`src/hw/alut_defines.svh`:
```
// address lookup unit constants
// apb register offsets, table depth and table index width
`ifndef ALUT_DEFINES_SVH
`define ALUT_DEFINES_SVH

// apb register offsets, byte addressed, 7 bit paddr
`define AL_FRM_D_ADDR_L    7'h00
`define AL_FRM_D_ADDR_U    7'h04
`define AL_FRM_S_ADDR_L    7'h08
`define AL_FRM_S_ADDR_U    7'h0C
`define AL_S_PORT          7'h10
`define AL_D_PORT          7'h14
`define AL_MAC_ADDR_L      7'h18
`define AL_MAC_ADDR_U      7'h1C
`define AL_CUR_TIME        7'h20
`define AL_BB_AGE          7'h24
`define AL_DIV_CLK         7'h28
`define AL_STATUS          7'h2C
`define AL_COMMAND         7'h30
`define AL_LST_INV_ADDR_L  7'h34
`define AL_LST_INV_ADDR_U  7'h38
`define AL_LST_INV_PORT    7'h3C

// learned address table, index width is log2 of depth
`define ALUT_DEPTH         8
`define ALUT_IDX_W         3

`endif

```
`src/hw/alut_pkg.sv`:
```
// shared types of the address lookup unit
// command codes, table entry layout, checker fsm states
package alut_pkg;

   // software command, 2'b11 reserved and ignored
   typedef enum logic [1:0]
   {
      CMD_NONE  = 2'b00,
      CMD_AGE   = 2'b01,
      CMD_CHECK = 2'b10,
      CMD_RSVD  = 2'b11
   } alut_cmd_e;

   // one learned address, 83 bits
   typedef struct packed
   {
      logic        valid;
      logic [47:0] mac;
      logic [1:0]  port;
      logic [31:0] stamp;   // curr_time when learned
   } alut_entry_t;

   typedef enum logic [1:0] {ADD_IDLE, ADD_SCAN, ADD_LEARN} addr_state_e;
   typedef enum logic {AGE_IDLE, AGE_SWEEP} age_state_e;

endpackage

```
`src/hw/alut.sv`:
```
// address lookup unit top level
// apb register bank, time base, address table and the two checkers
`timescale 1ns/10ps
`include "alut_defines.svh"

module alut
   import alut_pkg::*;
(
   input  logic        pclk9,
   input  logic        n_p_reset9,
   input  logic        psel,
   input  logic        penable,
   input  logic        pwrite,
   input  logic [6:0]  paddr,
   input  logic [31:0] pwdata,
   output logic [31:0] prdata
);

   // register bank outputs
   logic [47:0]            mac_addr;
   logic [47:0]            d_addr;
   logic [47:0]            s_addr;
   logic [1:0]             s_port;
   logic [31:0]            best_bfr_age;
   logic [7:0]             div_clk;
   alut_cmd_e              command;
   logic                   clear_reused;
   logic [31:0]            curr_time;

   // address checker side
   logic [`ALUT_IDX_W-1:0] add_rd_idx;
   alut_entry_t            add_rd_entry;
   logic                   add_wr;
   logic [`ALUT_IDX_W-1:0] add_wr_idx;
   alut_entry_t            add_wr_entry;
   logic                   add_check_active;
   logic [4:0]             d_port;
   logic                   reused;
   logic [47:0]            lst_inv_addr_nrm;
   logic [1:0]             lst_inv_port_nrm;

   // age checker side
   logic [`ALUT_IDX_W-1:0] age_rd_idx;
   alut_entry_t            age_rd_entry;
   logic                   age_wr;
   logic [`ALUT_IDX_W-1:0] age_wr_idx;
   alut_entry_t            age_wr_entry;
   logic                   age_check_active;
   logic                   inval_in_prog;
   logic [47:0]            lst_inv_addr_cmd;
   logic [1:0]             lst_inv_port_cmd;

   alut_reg_bank i_reg_bank
   (
      .pclk9            (pclk9),
      .n_p_reset9       (n_p_reset9),
      .psel             (psel),
      .penable          (penable),
      .pwrite           (pwrite),
      .paddr            (paddr),
      .pwdata           (pwdata),
      .curr_time        (curr_time),
      .add_check_active (add_check_active),
      .age_check_active (age_check_active),
      .inval_in_prog    (inval_in_prog),
      .reused           (reused),
      .d_port           (d_port),
      .lst_inv_addr_nrm (lst_inv_addr_nrm),
      .lst_inv_port_nrm (lst_inv_port_nrm),
      .lst_inv_addr_cmd (lst_inv_addr_cmd),
      .lst_inv_port_cmd (lst_inv_port_cmd),
      .mac_addr         (mac_addr),
      .d_addr           (d_addr),
      .s_addr           (s_addr),
      .s_port           (s_port),
      .best_bfr_age     (best_bfr_age),
      .div_clk          (div_clk),
      .command          (command),
      .prdata           (prdata),
      .clear_reused     (clear_reused)
   );

   alut_time_base i_time_base
   (
      .pclk9      (pclk9),
      .n_p_reset9 (n_p_reset9),
      .div_clk    (div_clk),
      .curr_time  (curr_time)
   );

   alut_table i_table
   (
      .pclk9        (pclk9),
      .n_p_reset9   (n_p_reset9),
      .add_rd_idx   (add_rd_idx),
      .add_wr       (add_wr),
      .add_wr_idx   (add_wr_idx),
      .add_wr_entry (add_wr_entry),
      .age_rd_idx   (age_rd_idx),
      .age_wr       (age_wr),
      .age_wr_idx   (age_wr_idx),
      .age_wr_entry (age_wr_entry),
      .add_rd_entry (add_rd_entry),
      .age_rd_entry (age_rd_entry)
   );

   alut_addr_checker i_addr_checker
   (
      .pclk9            (pclk9),
      .n_p_reset9       (n_p_reset9),
      .command          (command),
      .mac_addr         (mac_addr),
      .d_addr           (d_addr),
      .s_addr           (s_addr),
      .s_port           (s_port),
      .curr_time        (curr_time),
      .clear_reused     (clear_reused),
      .rd_entry         (add_rd_entry),
      .rd_idx           (add_rd_idx),
      .wr               (add_wr),
      .wr_idx           (add_wr_idx),
      .wr_entry         (add_wr_entry),
      .add_check_active (add_check_active),
      .d_port           (d_port),
      .reused           (reused),
      .lst_inv_addr_nrm (lst_inv_addr_nrm),
      .lst_inv_port_nrm (lst_inv_port_nrm)
   );

   alut_age_checker i_age_checker
   (
      .pclk9            (pclk9),
      .n_p_reset9       (n_p_reset9),
      .command          (command),
      .curr_time        (curr_time),
      .best_bfr_age     (best_bfr_age),
      .rd_entry         (age_rd_entry),
      .rd_idx           (age_rd_idx),
      .wr               (age_wr),
      .wr_idx           (age_wr_idx),
      .wr_entry         (age_wr_entry),
      .age_check_active (age_check_active),
      .inval_in_prog    (inval_in_prog),
      .lst_inv_addr_cmd (lst_inv_addr_cmd),
      .lst_inv_port_cmd (lst_inv_port_cmd)
   );

endmodule

```
`src/hw/alut_addr_checker.sv`:
```
// address checker fsm
// scans the table for the destination, then learns the source
// in one write, reporting a reused entry on a full table
`timescale 1ns/10ps
`include "alut_defines.svh"

module alut_addr_checker
   import alut_pkg::*;
(
   input  logic                   pclk9,
   input  logic                   n_p_reset9,
   input  alut_cmd_e              command,
   input  logic [47:0]            mac_addr,
   input  logic [47:0]            d_addr,
   input  logic [47:0]            s_addr,
   input  logic [1:0]             s_port,
   input  logic [31:0]            curr_time,
   input  logic                   clear_reused,
   input  alut_entry_t            rd_entry,
   output logic [`ALUT_IDX_W-1:0] rd_idx,
   output logic                   wr,
   output logic [`ALUT_IDX_W-1:0] wr_idx,
   output alut_entry_t            wr_entry,
   output logic                   add_check_active,
   output logic [4:0]             d_port,
   output logic                   reused,
   output logic [47:0]            lst_inv_addr_nrm,
   output logic [1:0]             lst_inv_port_nrm
);

   addr_state_e            state;
   logic [`ALUT_IDX_W-1:0] scan_idx;
   logic                   d_hit;        // destination found
   logic [1:0]             d_hit_port;
   logic                   s_hit;        // source already learned
   logic [`ALUT_IDX_W-1:0] s_hit_idx;
   logic                   free_found;
   logic [`ALUT_IDX_W-1:0] free_idx;     // lowest invalid index
   logic [`ALUT_IDX_W-1:0] old_idx;      // oldest stamp so far
   logic [31:0]            old_stamp;
   logic                   learn;
   logic                   reuse;
   logic [4:0]             d_port_nxt;

   assign add_check_active = (state != ADD_IDLE);
   assign learn  = (state == ADD_LEARN);
   assign reuse  = learn & ~s_hit & ~free_found;   // table full, evict oldest
   assign rd_idx = learn ? old_idx : scan_idx;      // learn reads back the victim

   assign wr       = learn;
   assign wr_idx   = s_hit ? s_hit_idx : (free_found ? free_idx : old_idx);
   assign wr_entry = '{valid: 1'b1, mac: s_addr, port: s_port, stamp: curr_time};

   always_comb
   begin
      if (d_addr == mac_addr)
         d_port_nxt = 5'b1_0000;                      // for the switch itself
      else if (d_hit)
         d_port_nxt = {1'b0, 4'b0001 << d_hit_port};
      else
         d_port_nxt = {1'b0, ~(4'b0001 << s_port)};   // flood, all but source
   end

   // -------------------------------------------------------------------------
   // control, 8 scan cycles then 1 learn cycle
   always_ff @(posedge pclk9 or negedge n_p_reset9)
   begin
      if (!n_p_reset9)
      begin
         state    <= ADD_IDLE;
         scan_idx <= '0;
         d_port   <= '0;
         reused   <= 1'b0;
      end
      else
      begin
         case (state)
            ADD_IDLE :
               if (command == CMD_CHECK)
               begin
                  state    <= ADD_SCAN;
                  scan_idx <= '0;
               end
            ADD_SCAN :
            begin
               scan_idx <= scan_idx + 1'b1;
               if (scan_idx == `ALUT_IDX_W'(`ALUT_DEPTH - 1))
                  state <= ADD_LEARN;
            end
            default :   // learn
            begin
               state  <= ADD_IDLE;
               d_port <= d_port_nxt;
            end
         endcase
         if (reuse)
            reused <= 1'b1;        // sticky until status read
         else if (clear_reused)
            reused <= 1'b0;
      end
   end

   // -------------------------------------------------------------------------
   // scan results, cleared while idle
   always_ff @(posedge pclk9)
   begin
      if (state == ADD_IDLE)
      begin
         d_hit      <= 1'b0;
         s_hit      <= 1'b0;
         free_found <= 1'b0;
      end
      else if (state == ADD_SCAN)
      begin
         if (rd_entry.valid && (rd_entry.mac == d_addr) && !d_hit)
         begin
            d_hit      <= 1'b1;
            d_hit_port <= rd_entry.port;
         end
         if (rd_entry.valid && (rd_entry.mac == s_addr))
         begin
            s_hit     <= 1'b1;
            s_hit_idx <= scan_idx;
         end
         if (!rd_entry.valid && !free_found)
         begin
            free_found <= 1'b1;
            free_idx   <= scan_idx;
         end
         // strict compare keeps the lowest index on a tie
         if ((scan_idx == '0) ||
             ((curr_time - rd_entry.stamp) > (curr_time - old_stamp)))
         begin
            old_idx   <= scan_idx;
            old_stamp <= rd_entry.stamp;
         end
      end
   end

   // evicted entry, seen on the read port during learn
   always_ff @(posedge pclk9)
   begin
      if (reuse)
      begin
         lst_inv_addr_nrm <= rd_entry.mac;
         lst_inv_port_nrm <= rd_entry.port;
      end
   end

endmodule

```
`src/hw/alut_age_checker.sv`:
```
// age checker fsm
// sweeps every table entry once, invalidating those past best before age
`timescale 1ns/10ps
`include "alut_defines.svh"

module alut_age_checker
   import alut_pkg::*;
(
   input  logic                   pclk9,
   input  logic                   n_p_reset9,
   input  alut_cmd_e              command,
   input  logic [31:0]            curr_time,
   input  logic [31:0]            best_bfr_age,
   input  alut_entry_t            rd_entry,
   output logic [`ALUT_IDX_W-1:0] rd_idx,
   output logic                   wr,
   output logic [`ALUT_IDX_W-1:0] wr_idx,
   output alut_entry_t            wr_entry,
   output logic                   age_check_active,
   output logic                   inval_in_prog,
   output logic [47:0]            lst_inv_addr_cmd,
   output logic [1:0]             lst_inv_port_cmd
);

   age_state_e             state;
   logic [`ALUT_IDX_W-1:0] sweep_idx;
   logic                   aged;

   assign age_check_active = (state == AGE_SWEEP);
   assign rd_idx = sweep_idx;

   // age mod 2^32, so a wrapped curr_time still gives the right age
   assign aged = age_check_active & rd_entry.valid &
                 ((curr_time - rd_entry.stamp) > best_bfr_age);

   assign wr     = aged;
   assign wr_idx = sweep_idx;
   always_comb
   begin
      wr_entry       = rd_entry;
      wr_entry.valid = 1'b0;   // only the valid bit changes
   end

   assign inval_in_prog    = aged;
   assign lst_inv_addr_cmd = rd_entry.mac;
   assign lst_inv_port_cmd = rd_entry.port;

   always_ff @(posedge pclk9 or negedge n_p_reset9)
   begin
      if (!n_p_reset9)
      begin
         state     <= AGE_IDLE;
         sweep_idx <= '0;
      end
      else if (state == AGE_IDLE)
      begin
         if (command == CMD_AGE)
         begin
            state     <= AGE_SWEEP;
            sweep_idx <= '0;
         end
      end
      else
      begin
         sweep_idx <= sweep_idx + 1'b1;   // one entry per cycle
         if (sweep_idx == `ALUT_IDX_W'(`ALUT_DEPTH - 1))
            state <= AGE_IDLE;
      end
   end

   // a sweep covers the whole table and then stops
   a_sweep_len : assert property (@(posedge pclk9) disable iff (!n_p_reset9)
      $rose(age_check_active) |-> age_check_active [*`ALUT_DEPTH] ##1 !age_check_active);

endmodule

```
`src/hw/alut_reg_bank.sv`:
```
// apb register file of the address lookup unit
// registered read mux, writable registers, self clearing command
// last invalidated entry capture
`timescale 1ns/10ps
`include "alut_defines.svh"

module alut_reg_bank
   import alut_pkg::*;
(
   input  logic        pclk9,
   input  logic        n_p_reset9,
   input  logic        psel,
   input  logic        penable,
   input  logic        pwrite,
   input  logic [6:0]  paddr,
   input  logic [31:0] pwdata,
   input  logic [31:0] curr_time,
   input  logic        add_check_active,
   input  logic        age_check_active,
   input  logic        inval_in_prog,      // status[1]
   input  logic        reused,             // status[2]
   input  logic [4:0]  d_port,
   input  logic [47:0] lst_inv_addr_nrm,   // victim of a table full learn
   input  logic [1:0]  lst_inv_port_nrm,
   input  logic [47:0] lst_inv_addr_cmd,   // entry aged out by a sweep
   input  logic [1:0]  lst_inv_port_cmd,
   output logic [47:0] mac_addr,
   output logic [47:0] d_addr,
   output logic [47:0] s_addr,
   output logic [1:0]  s_port,
   output logic [31:0] best_bfr_age,
   output logic [7:0]  div_clk,
   output alut_cmd_e   command,
   output logic [31:0] prdata,
   output logic        clear_reused
);

   logic        read_enable;
   logic        write_enable;
   logic        active;
   logic [31:0] frm_d_addr_l;
   logic [15:0] frm_d_addr_u;
   logic [31:0] frm_s_addr_l;
   logic [15:0] frm_s_addr_u;
   logic [31:0] mac_addr_l;
   logic [15:0] mac_addr_u;
   logic [31:0] lst_inv_addr_l;
   logic [15:0] lst_inv_addr_u;
   logic [1:0]  lst_inv_port;

   assign read_enable  = psel & ~penable & ~pwrite;   // setup phase
   assign write_enable = psel & penable & pwrite;     // access phase
   assign active       = add_check_active | age_check_active;
   // status read acknowledges reuse, but only once things are quiet
   assign clear_reused = read_enable & (paddr == `AL_STATUS) & ~active;

   assign mac_addr = {mac_addr_u, mac_addr_l};
   assign d_addr   = {frm_d_addr_u, frm_d_addr_l};
   assign s_addr   = {frm_s_addr_u, frm_s_addr_l};

   // -------------------------------------------------------------------------
   // read mux, data valid during the access phase only
   always_ff @(posedge pclk9 or negedge n_p_reset9)
   begin
      if (!n_p_reset9)
         prdata <= '0;
      else if (read_enable)
      begin
         case (paddr)
            `AL_FRM_D_ADDR_L   : prdata <= frm_d_addr_l;
            `AL_FRM_D_ADDR_U   : prdata <= {16'd0, frm_d_addr_u};
            `AL_FRM_S_ADDR_L   : prdata <= frm_s_addr_l;
            `AL_FRM_S_ADDR_U   : prdata <= {16'd0, frm_s_addr_u};
            `AL_S_PORT         : prdata <= {30'd0, s_port};
            `AL_D_PORT         : prdata <= {27'd0, d_port};
            `AL_MAC_ADDR_L     : prdata <= mac_addr_l;
            `AL_MAC_ADDR_U     : prdata <= {16'd0, mac_addr_u};
            `AL_CUR_TIME       : prdata <= curr_time;
            `AL_BB_AGE         : prdata <= best_bfr_age;
            `AL_DIV_CLK        : prdata <= {24'd0, div_clk};
            `AL_STATUS         : prdata <= {29'd0, reused, inval_in_prog, active};
            `AL_LST_INV_ADDR_L : prdata <= lst_inv_addr_l;
            `AL_LST_INV_ADDR_U : prdata <= {16'd0, lst_inv_addr_u};
            `AL_LST_INV_PORT   : prdata <= {30'd0, lst_inv_port};
            default            : prdata <= '0;   // command and holes
         endcase
      end
      else
         prdata <= '0;
   end

   // -------------------------------------------------------------------------
   // software writable registers
   always_ff @(posedge pclk9 or negedge n_p_reset9)
   begin
      if (!n_p_reset9)
      begin
         frm_d_addr_l <= '0;
         frm_d_addr_u <= '0;
         frm_s_addr_l <= '0;
         frm_s_addr_u <= '0;
         s_port       <= '0;
         mac_addr_l   <= '0;
         mac_addr_u   <= '0;
         best_bfr_age <= '1;   // nothing ages out by default
         div_clk      <= '0;
      end
      else if (write_enable)
      begin
         case (paddr)
            `AL_FRM_D_ADDR_L : frm_d_addr_l <= pwdata;
            `AL_FRM_D_ADDR_U : frm_d_addr_u <= pwdata[15:0];
            `AL_FRM_S_ADDR_L : frm_s_addr_l <= pwdata;
            `AL_FRM_S_ADDR_U : frm_s_addr_u <= pwdata[15:0];
            `AL_S_PORT       : s_port       <= pwdata[1:0];
            `AL_MAC_ADDR_L   : mac_addr_l   <= pwdata;
            `AL_MAC_ADDR_U   : mac_addr_u   <= pwdata[15:0];
            `AL_BB_AGE       : best_bfr_age <= pwdata;
            `AL_DIV_CLK      : div_clk      <= pwdata[7:0];
            default          : ;
         endcase
      end
   end

   // command is a one cycle pulse, dropped while a checker runs
   always_ff @(posedge pclk9 or negedge n_p_reset9)
   begin
      if (!n_p_reset9)
         command <= CMD_NONE;
      else if (command != CMD_NONE)
         command <= CMD_NONE;   // self clear
      else if (write_enable && (paddr == `AL_COMMAND) && !active)
         command <= alut_cmd_e'(pwdata[1:0]);
   end

   // -------------------------------------------------------------------------
   // last invalidated entry, a reuse by the address checker has priority
   always_ff @(posedge pclk9 or negedge n_p_reset9)
   begin
      if (!n_p_reset9)
      begin
         lst_inv_addr_l <= '0;
         lst_inv_addr_u <= '0;
         lst_inv_port   <= '0;
      end
      else if (reused)
      begin
         lst_inv_addr_l <= lst_inv_addr_nrm[31:0];
         lst_inv_addr_u <= lst_inv_addr_nrm[47:32];
         lst_inv_port   <= lst_inv_port_nrm;
      end
      else if (inval_in_prog)
      begin
         lst_inv_addr_l <= lst_inv_addr_cmd[31:0];
         lst_inv_addr_u <= lst_inv_addr_cmd[47:32];
         lst_inv_port   <= lst_inv_port_cmd;
      end
   end

   // every setup phase runs into its own access phase
   a_apb_access : assert property (@(posedge pclk9) disable iff (!n_p_reset9)
      (psel && !penable) |=> (psel && penable && $stable(paddr) && $stable(pwrite)));

   // a check or sweep command always starts its checker
   a_cmd_start : assert property (@(posedge pclk9) disable iff (!n_p_reset9)
      (command inside {CMD_CHECK, CMD_AGE}) |=> active);

endmodule

```
`src/hw/alut_table.sv`:
```
// learned address table
// two combinational read ports, two write ports, address checker wins
`timescale 1ns/10ps
`include "alut_defines.svh"

module alut_table
   import alut_pkg::*;
(
   input  logic                   pclk9,
   input  logic                   n_p_reset9,
   input  logic [`ALUT_IDX_W-1:0] add_rd_idx,
   input  logic                   add_wr,
   input  logic [`ALUT_IDX_W-1:0] add_wr_idx,
   input  alut_entry_t            add_wr_entry,
   input  logic [`ALUT_IDX_W-1:0] age_rd_idx,
   input  logic                   age_wr,
   input  logic [`ALUT_IDX_W-1:0] age_wr_idx,
   input  alut_entry_t            age_wr_entry,
   output alut_entry_t            add_rd_entry,
   output alut_entry_t            age_rd_entry
);

   alut_entry_t            mem [`ALUT_DEPTH];
   logic [`ALUT_DEPTH-1:0] valid_q;     // separate so reset can clear it
   logic                   age_wr_ok;

   assign age_wr_ok = age_wr & ~(add_wr & (add_wr_idx == age_wr_idx));

   always_ff @(posedge pclk9 or negedge n_p_reset9)
   begin
      if (!n_p_reset9)
         valid_q <= '0;
      else
      begin
         if (age_wr_ok)
            valid_q[age_wr_idx] <= age_wr_entry.valid;
         if (add_wr)
            valid_q[add_wr_idx] <= add_wr_entry.valid;
      end
   end

   // payload, address, port and stamp
   always_ff @(posedge pclk9)
   begin
      if (age_wr_ok)
         mem[age_wr_idx] <= age_wr_entry;
      if (add_wr)
         mem[add_wr_idx] <= add_wr_entry;
   end

   always_comb
   begin
      add_rd_entry       = mem[add_rd_idx];
      add_rd_entry.valid = valid_q[add_rd_idx];
      age_rd_entry       = mem[age_rd_idx];
      age_rd_entry.valid = valid_q[age_rd_idx];
   end

   // the two checkers are never busy together
   a_no_dual_wr : assert property (@(posedge pclk9) disable iff (!n_p_reset9)
      !(add_wr && age_wr && (add_wr_idx == age_wr_idx)));

endmodule

```
`src/hw/alut_time_base.sv`:
```
// time base of the address lookup unit
// programmable prescaler and free running current time counter
`timescale 1ns/10ps

module alut_time_base
(
   input  logic        pclk9,
   input  logic        n_p_reset9,
   input  logic [7:0]  div_clk,     // tick every div_clk+1 cycles
   output logic [31:0] curr_time
);

   logic [7:0] presc_cnt;
   logic       tick;

   // >= so a divider lowered mid count does not run the long way round
   assign tick = (presc_cnt >= div_clk);

   always_ff @(posedge pclk9 or negedge n_p_reset9)
   begin
      if (!n_p_reset9)
      begin
         presc_cnt <= '0;
         curr_time <= '0;
      end
      else if (tick)
      begin
         presc_cnt <= '0;
         curr_time <= curr_time + 1'b1;   // wraps, ages are taken mod 2^32
      end
      else
         presc_cnt <= presc_cnt + 1'b1;
   end

endmodule

```
`config.mk`:
```
export PLATFORM = sky130hd
export DESIGN_NAME = alut
export DESIGN_NICKNAME = d
export VERILOG_FILES = /design/src/hw/alut_pkg.sv /design/src/hw/alut.sv /design/src/hw/alut_addr_checker.sv /design/src/hw/alut_age_checker.sv /design/src/hw/alut_reg_bank.sv /design/src/hw/alut_table.sv /design/src/hw/alut_time_base.sv
export VERILOG_INCLUDE_DIRS = /design/src /design/src/hw
export SDC_FILE = /design/constraint.sdc
export NUM_CORES = 2
export LEC_CHECK = 0
export BUFFER_PORTS_ARGS = -buffer_cell sky130_fd_sc_hd__buf_4
export CAP_MARGIN = 25
export CORE_ASPECT_RATIO = 2
export CORE_MARGIN = 5
export CORE_UTILIZATION = 33
export CTS_BUF_LIST = sky130_fd_sc_hd__clkbuf_4
export CTS_CLUSTER_DIAMETER = 50
export CTS_CLUSTER_SIZE = 8
export DETAILED_ROUTE_END_ITERATION = 16
export PLACE_DENSITY = 0.49
export SLEW_MARGIN = 5
export SYNTH_ARGS = -nofsm -noshare
export SYNTH_HDL_FRONTEND = slang
export SYNTH_SLANG_ARGS = --single-unit
export TNS_END_PERCENT = 50
```
`constraint.sdc`:
```
create_clock -name pclk9 -period 13 [get_ports pclk9]
set_input_delay 2.6 -clock pclk9 [delete_from_list [all_inputs] [get_ports pclk9]]
set_output_delay 2.6 -clock pclk9 [all_outputs]
set_load 0.005 [all_outputs]
```
**After elaboration in Yosys (flattened, before gate mapping)**

Memories as Yosys holds them, arrays and structs flattened.
Cells that the tools add are included.

- Memories kept: 1
- RAM bits: 664
- Bits in latches: 0
- Register bits after elaboration: 429
- Bits in read-only memories: 0
- Output and inout bits: 32

Memories:

| name | depth | bits a word | read ports | clocked after Yosys merged registers in | write ports | RTL line | text |
|---|---|---|---|---|---|---|---|
| i_table.mem | 8 | 83 | 2 | 0 | 2 | alut_table.sv:23 | `` alut_entry_t mem [`ALUT_DEPTH]; `` |

- Multipliers: 0
- Reduce and logical (&&, ||, !) cells: 42
- Shift-type cells: 2
- Equal/unequal tests: 27
- Muxes and demuxes: 42
- Bitwise operators: 24
- Divide/modulo/power cells: 0
- $add $sub $neg: 7
- Magnitude comparators: 8

Operators by type and width:

| operator | number |
|---|---|
| $pmux 32 s15 | 1 |
| $eq 48x48->1 | 3 |
| $mux 32 | 3 |
| $sub 32x32->32 | 3 |
| $gt 32x32->1 | 2 |
| $eq 7x6->1 const B | 8 |
| $add 32x1->32 const B | 1 |
| $mux 16 | 2 |
| $eq 7x5->1 const B | 4 |
| $reduce_and 2->1 | 14 |
| $mux 8 | 3 |
| $mux 3 | 6 |
| $eq 7x4->1 const B | 2 |
| $reduce_bool 2->1 | 7 |
| $mux 1 | 13 |
| $and 1x1->1 | 12 |
| $lt 3x4->1 const B | 3 |
| $mux 2 | 6 |
| $reduce_and 3->1 | 4 |
| $add 8x1->8 const B | 1 |
| $and 8x8->8 | 1 |
| $ge 8x8->1 | 1 |
| $logic_and 1x1->1 | 8 |
| $not 8->8 | 1 |
| other kinds (25) | 43 |

**Logic depth before layout (Yosys ltp)**

- Word-level depth: 9
- Depth in mapped cells: 35
- Depth with buffers taken out: 27

**Modules after synthesis**

A second synthesis with hierarchy kept.

- Cells, all modules: 5025
- Area, all modules: 66372.4 µm²

Modules (own cells, without submodules):

| module | cells an instance | times used | area each (µm²) |
|---|---|---|---|
| alut_table | 2229 | 1 | 38062.8 |
| alut_reg_bank | 1003 | 1 | 12436.9 |
| alut_addr_checker | 1071 | 1 | 10020.9 |
| alut_age_checker | 525 | 1 | 3739.8 |
| alut_time_base | 197 | 1 | 2112.0 |

**Worst setup path after synthesis**

Ideal clock, no wire load.

- Kind: reg2reg
- From: register i_age_checker.sweep_idx[1], in the netlist i_age_checker.rd_idx[1]
- To: memory i_table.mem[1][0] (netlist bit), enable pin
- Clock period less this slack: 10.582 ns
- Data required time: 11.737 ns
- Setup slack: 2.418 ns
- Stages on the path, launching flop included: 31
- Path buffers: 8
- Arrival time: 9.319 ns
- Cells stage by stage: dfrtp_1 clkbuf_1 buf_1 nor3_1 clkbuf_1 buf_1 a22oi_1 and4_1 clkbuf_1 ha_1 a211oi_1 o21ai_0 a31oi_1 o211a_1 o41ai_1 nand2_1 o311ai_0 a21oi_1 xnor2_1 ha_1 nand3_1 nor3_1 nand3_1 or3_1 nand3_1 a41o_1 clkbuf_1 or3_1 clkbuf_1 clkbuf_1 o21ai_0

RTL lines:

| element | RTL line | text |
|---|---|---|
| from (decl) | alut_age_checker.sv:26 | `` logic [`ALUT_IDX_W-1:0] sweep_idx; `` |
| from (signal assigned) | alut_age_checker.sv:65 | `sweep_idx <= sweep_idx + 1'b1;` |
| to (decl) | alut_table.sv:23 |  |

==> impl_metrics.prom <==
# TYPE chip_impl_metric gauge
chip_impl_info{name="run_status",value="finished clean"} 1
chip_impl_metric{name="nets",unit=""} 5924
chip_impl_metric{name="xor_xnor_cell_area_share_of_the_yosys_netlist",unit="%"} 3.15
chip_impl_metric{name="yosys.area_share.simple",unit="%"} 10.9
chip_impl_metric{name="critPathArrivalTime",unit="ps"} 11120
chip_impl_metric{name="worst_setup_hold_path_clk_slew",unit="ps"} 120
chip_impl_metric{name="detail_route.wl_per_cell",unit="um"} 34.9
chip_impl_metric{name="first_global_vias",unit=""} 53300
chip_impl_info{name="grt_setup_unrepaired",value="no"} 1
chip_impl_metric{name="power.combinational.fraction",unit="%"} 40.0
chip_impl_metric{name="place.detailed.hpwl",unit="um"} 197000
chip_impl_metric{name="seq_area_frac_synth",unit="%"} 49.4
chip_impl_metric{name="synth_cell_type_count",unit=""} 91
chip_impl_metric{name="postSynthNetCount",unit=""} 5980
chip_impl_metric{name="required",unit="ps"} 13710
chip_impl_metric{name="track_usage",unit="%"} 27.9
chip_impl_metric{name="ctsLongestPathBuffers",unit=""} 4
chip_impl_metric{name="setup_violations",unit=""} 0
chip_impl_metric{name="drv.max_cap_violation_count",unit=""} 0
chip_impl_metric{name="placement.setup.worst_slack",unit="ps"} 2610
chip_impl_info{name="largest_family_of_logic_cells_by_synthesized_area",value="compound AO/OA/AOI/OAI gates"} 1
chip_impl_metric{name="fin_worst_skew",unit="ps"} 140
chip_impl_metric{name="peakVddDrop",unit="V"} 0.000145
chip_impl_info{name="mostFrequentLayoutCell",value="sky130_fd_sc_hd__edfxtp_1"} 1
chip_impl_metric{name="routed-via-count",unit=""} 52600
chip_impl_metric{name="utilization",unit="%"} 36.2
chip_impl_metric{name="timing.max_slew.rel_slack",unit="%"} 16.8
chip_impl_metric{name="cellInternalPower",unit="mW"} 5.96
chip_impl_metric{name="ios",unit=""} 76
chip_impl_metric{name="timing.final.crit_share",unit="%"} 80.1
chip_impl_info{name="critPathLaunchType",value="flip-flop"} 1
chip_impl_metric{name="fill_cells",unit=""} 18800
chip_impl_metric{name="drt-initial-drc-count",unit=""} 5512
chip_impl_metric{name="timing.setup.tns",unit="ps"} 0
chip_impl_metric{name="share_of_final_layout_standard_cells_stronger_than_drive_strength_1",unit="%"} 16.7
chip_impl_metric{name="cellPowerDensity",unit="nW/um2"} 150
chip_impl_metric{name="detail-route-antenna-nets",unit=""} 0
chip_impl_metric{name="grt.overflow.total",unit=""} 0
chip_impl_metric{name="post_synth_mux_area_share",unit="%"} 7.20
chip_impl_metric{name="post_cts_hold_buffer_count",unit=""} 0
chip_impl_metric{name="timing.critical_path.fanout_max",unit=""} 46
chip_impl_info{name="mostFrequentLayoutCells",value="sky130_fd_sc_hd__edfxtp_1 (749), sky130_fd_sc_hd__nand2_1 (621), sky130_fd_sc_hd__a22o_1 (395)"} 1
chip_impl_metric{name="mean_cell_area_of_the_mapped_netlist",unit="um2"} 10.9
chip_impl_metric{name="floorplan.die.height",unit="um"} 626
chip_impl_metric{name="area.growth.synth_to_final",unit="%"} 9.41
chip_impl_metric{name="fmaxAchievable",unit="GHz"} 0.0961
chip_impl_metric{name="leakage",unit="nW"} 25.6
chip_impl_metric{name="grt_pass1_wl",unit="um"} 402000
chip_impl_metric{name="net_switching_component_of_the_power",unit="mW"} 4.32
chip_impl_metric{name="antenna_violations_before_repair",unit=""} 12
chip_impl_metric{name="max_slew.worst_pin.slew",unit="ps"} 1250
chip_impl_metric{name="syn-cell-area",unit="um2"} 62600
chip_impl_metric{name="gp_congestion",unit=""} 0.958
chip_impl_info{name="hold_path_class",value="flip-flop to flip-flop"} 1
chip_impl_metric{name="p_clk_share",unit="%"} 22.4
chip_impl_metric{name="clkLatencyLatePin",unit="ps"} 1180
chip_impl_metric{name="post-route-worst-setup-slack",unit="ps"} 2590
chip_impl_metric{name="width_of_the_die",unit="um"} 318
chip_impl_metric{name="power.total",unit="mW"} 10.3
chip_impl_metric{name="synth_edf_count",unit=""} 749
chip_impl_metric{name="postCtsSetupBuffers",unit=""} 0
chip_impl_metric{name="synth_compound_gate_area_share",unit="%"} 21.1
chip_impl_metric{name="post_drt_via_cell_ratio",unit=""} 6.32
chip_impl_info{name="worstSetupEndpointType",value="flip-flop"} 1
chip_impl_metric{name="synth_cells",unit=""} 5760
chip_impl_metric{name="initial_core_util",unit="%"} 33.1
chip_impl_metric{name="pins_over_their_slew_limit",unit=""} 0
chip_impl_metric{name="synth_fa_ha_area_share",unit="%"} 3.55
chip_impl_metric{name="drc_errors_left",unit=""} 0
chip_impl_metric{name="async_reset_ff_share",unit="%"} 30.7
chip_impl_metric{name="dieArea",unit="um2"} 199000
chip_impl_metric{name="port_buffers",unit=""} 75
chip_impl_metric{name="ys_warn_count",unit=""} 0
chip_impl_metric{name="clock_sinks",unit=""} 1085
chip_impl_metric{name="wl",unit="um"} 290000
chip_impl_metric{name="hold_violations",unit=""} 0
chip_impl_info{name="critical_path_class",value="flip-flop to flip-flop"} 1
chip_impl_metric{name="cts_repair_resized_insts",unit=""} 0
chip_impl_metric{name="ys_seq_elements",unit=""} 1085
chip_impl_metric{name="timing.final.crit_period",unit="ps"} 10410
chip_impl_info{name="postSynth.topFlopCell",value="sky130_fd_sc_hd__edfxtp_1"} 1
chip_impl_info{name="cts_tree",value="done"} 1
chip_impl_metric{name="switching_share",unit="%"} 42.0
chip_impl_metric{name="cts-buffers-inserted",unit=""} 162
chip_impl_metric{name="detail_route.first_pass.iterations",unit=""} 6
chip_impl_metric{name="floorplan.core_area",unit="um2"} 189000
chip_impl_metric{name="seq_power_share",unit="%"} 37.6
chip_impl_metric{name="grt_max_degree",unit=""} 149
chip_impl_metric{name="rows",unit=""} 226
chip_impl_metric{name="htree_num_levels",unit=""} 4
chip_impl_info{name="cts_root_buf",value="sky130_fd_sc_hd__clkbuf_4"} 1
## power groups by stage
stage	sequential [mW]	combinational (mW)	clock, mW
after global routing	3.87	4.29	2.46
after detailed placement	3.94	3.99	0
final	3.86	4.11	2.30
after global placement	3.94	3.96	0
after CTS	3.86	4.01	2.34
after floorplan	3.88	2.34	0
## cells by family after synthesis
kind of cell | count (synthesis)
adders and majority gates | 176
and+or+nand+nor | 1382
muxes | 338
AOI/OAI and AO/OA | 1823
xor gates and xnor gates | 225
buffers and inverters | 731
DFF | 1085
## registers in the layout (all words and copies together) (netlist names), 5 cells and up
signal                           flops
i_table.mem                        656
i_reg_bank.frm_d_addr_l             32
i_reg_bank.mac_addr_u               16
i_reg_bank.prdata                   32
i_addr_checker.d_port                5
i_time_base.presc_cnt                8
i_table.valid_q                      8
i_reg_bank.frm_d_addr_u             16
i_reg_bank.div_clk                   8
i_reg_bank.lst_inv_addr_u           16
i_addr_checker.old_stamp            32
i_reg_bank.mac_addr_l               32
i_addr_checker.lst_inv_addr_nrm     48
i_reg_bank.frm_s_addr_l             32
i_reg_bank.frm_s_addr_u             16
i_time_base.curr_time               32
i_reg_bank.lst_inv_addr_l           32
i_reg_bank.best_bfr_age             32
## metal layers
metal	global-route usage, %	share of wire, %	vias to the layer above	wire length (um)
met5	0	0.015	-	44
met4	25.1	12	8	33400
met3	4.22	7.1	1161	20500
met2	49.5	50	3165	144000
met1	28.2	32	26300	92400
li1	-	-	22000	-
## layout make-up
type | count | area [um2] | share of cell area (%)
Inverter | 211 | 792 | 1.16
Multi-Input combinational cell | 3944 | 29200 | 42.7
Sequential cell | 1085 | 30900 | 45.1
Tap cell | 2508 | 3140 | 4.58
Timing Repair Buffer | 300 | 2360 | 3.45
Clock buffer | 255 | 1910 | 2.79
Clock inverter | 5 | 101 | 0.148
Antenna cell | 14 | 35.0 | 0.0511
## worst max-delay path, cell delays in order, from the launching register on
cell                       delay [ps]
sky130_fd_sc_hd__dfrtp_1          750
sky130_fd_sc_hd__inv_1            470
sky130_fd_sc_hd__nor3_2           600
sky130_fd_sc_hd__buf_4            550
sky130_fd_sc_hd__a221oi_1         150
sky130_fd_sc_hd__and3_1           370
sky130_fd_sc_hd__ha_1             430
sky130_fd_sc_hd__a21oi_1           90
sky130_fd_sc_hd__o21ai_0          310
sky130_fd_sc_hd__o22ai_1          150
sky130_fd_sc_hd__o211a_1          200
sky130_fd_sc_hd__o41ai_1          550
sky130_fd_sc_hd__nand2_1          220
sky130_fd_sc_hd__o311ai_0         550
sky130_fd_sc_hd__a21oi_1          160
sky130_fd_sc_hd__xnor2_1          170
sky130_fd_sc_hd__ha_1             300
sky130_fd_sc_hd__nand3_1          110
sky130_fd_sc_hd__nor3_1           600
sky130_fd_sc_hd__nand3_1          180
sky130_fd_sc_hd__or3_1            440
sky130_fd_sc_hd__nand3_4          590
sky130_fd_sc_hd__a41o_1           610
sky130_fd_sc_hd__or3_1            190
sky130_fd_sc_hd__buf_4            490
sky130_fd_sc_hd__o21ai_4          110
sky130_fd_sc_hd__buf_4            440
## synthesized netlist by cell type, types with 50 or more instances
cell                       count  area share [%]
sky130_fd_sc_hd__edfxtp_1    749              36
sky130_fd_sc_hd__nand2_1     629             3.8
sky130_fd_sc_hd__a22o_1      395             5.5
sky130_fd_sc_hd__clkbuf_1    384             2.3
sky130_fd_sc_hd__o21ai_0     360             2.9
sky130_fd_sc_hd__dfrtp_1     301              12
sky130_fd_sc_hd__inv_1       209             1.3
sky130_fd_sc_hd__mux2_2      206             3.7
sky130_fd_sc_hd__a22oi_1     198             2.4
sky130_fd_sc_hd__o22ai_1     194             1.9
sky130_fd_sc_hd__ha_1        173             3.5
sky130_fd_sc_hd__xnor2_1     165             2.3
sky130_fd_sc_hd__nor2_1      127            0.76
sky130_fd_sc_hd__a21oi_1     118            0.94
sky130_fd_sc_hd__nand3_1      90            0.72
sky130_fd_sc_hd__nor4_1       83            0.83
sky130_fd_sc_hd__nand2b_1     82            0.82
sky130_fd_sc_hd__mux4_2       68             2.4
sky130_fd_sc_hd__buf_1        66            0.40
sky130_fd_sc_hd__o21a_1       65            0.78
sky130_fd_sc_hd__a21o_1       61            0.73
sky130_fd_sc_hd__mux2i_1      61            0.98
sky130_fd_sc_hd__xor2_1       60            0.84
sky130_fd_sc_hd__o211ai_1     59            0.71
sky130_fd_sc_hd__and2_1       51            0.51
sky130_fd_sc_hd__a211oi_1     50            0.60
sky130_fd_sc_hd__nand4_1      50            0.50
sky130_fd_sc_hd__nor3_1       50            0.40
## path summary, 6_finish.rpt
| path | start | end | slack, ps | depth (start not counted) |
|---|---|---|---|---|
| worst min register to register | i_addr_checker.lst_inv_port_nrm[1] | i_reg_bank.lst_inv_port[1] | 530 | 2 |
| worst max-delay path | i_age_checker.rd_idx[0] | i_table.mem[7][24] | 2590 | 26 |
| min in group asynchronous | n_p_reset9 | i_reg_bank.prdata[2] | 1360 | 1 |
| worst max register to register | i_age_checker.rd_idx[0] | i_table.mem[7][24] | 2590 | 26 |
| max in group asynchronous | n_p_reset9 | i_time_base.curr_time[24] | 9440 | 3 |
| worst min-delay path | i_addr_checker.lst_inv_port_nrm[1] | i_reg_bank.lst_inv_port[1] | 530 | 2 |
## per-stage QoR
stage | hold slack, ps | instance area, um2 | instances
finish | 527 | 68500 | 8322
global route | 569 | 68500 | 8319
CTS | 532 | 68500 | 8305
detailed placement | 493 | 66400 | 8045
global placement | 489 | 66300 | 8032
floorplan | 477 | 62600 | 5760
Note: power is estimated with default switching activity, not from simulation.
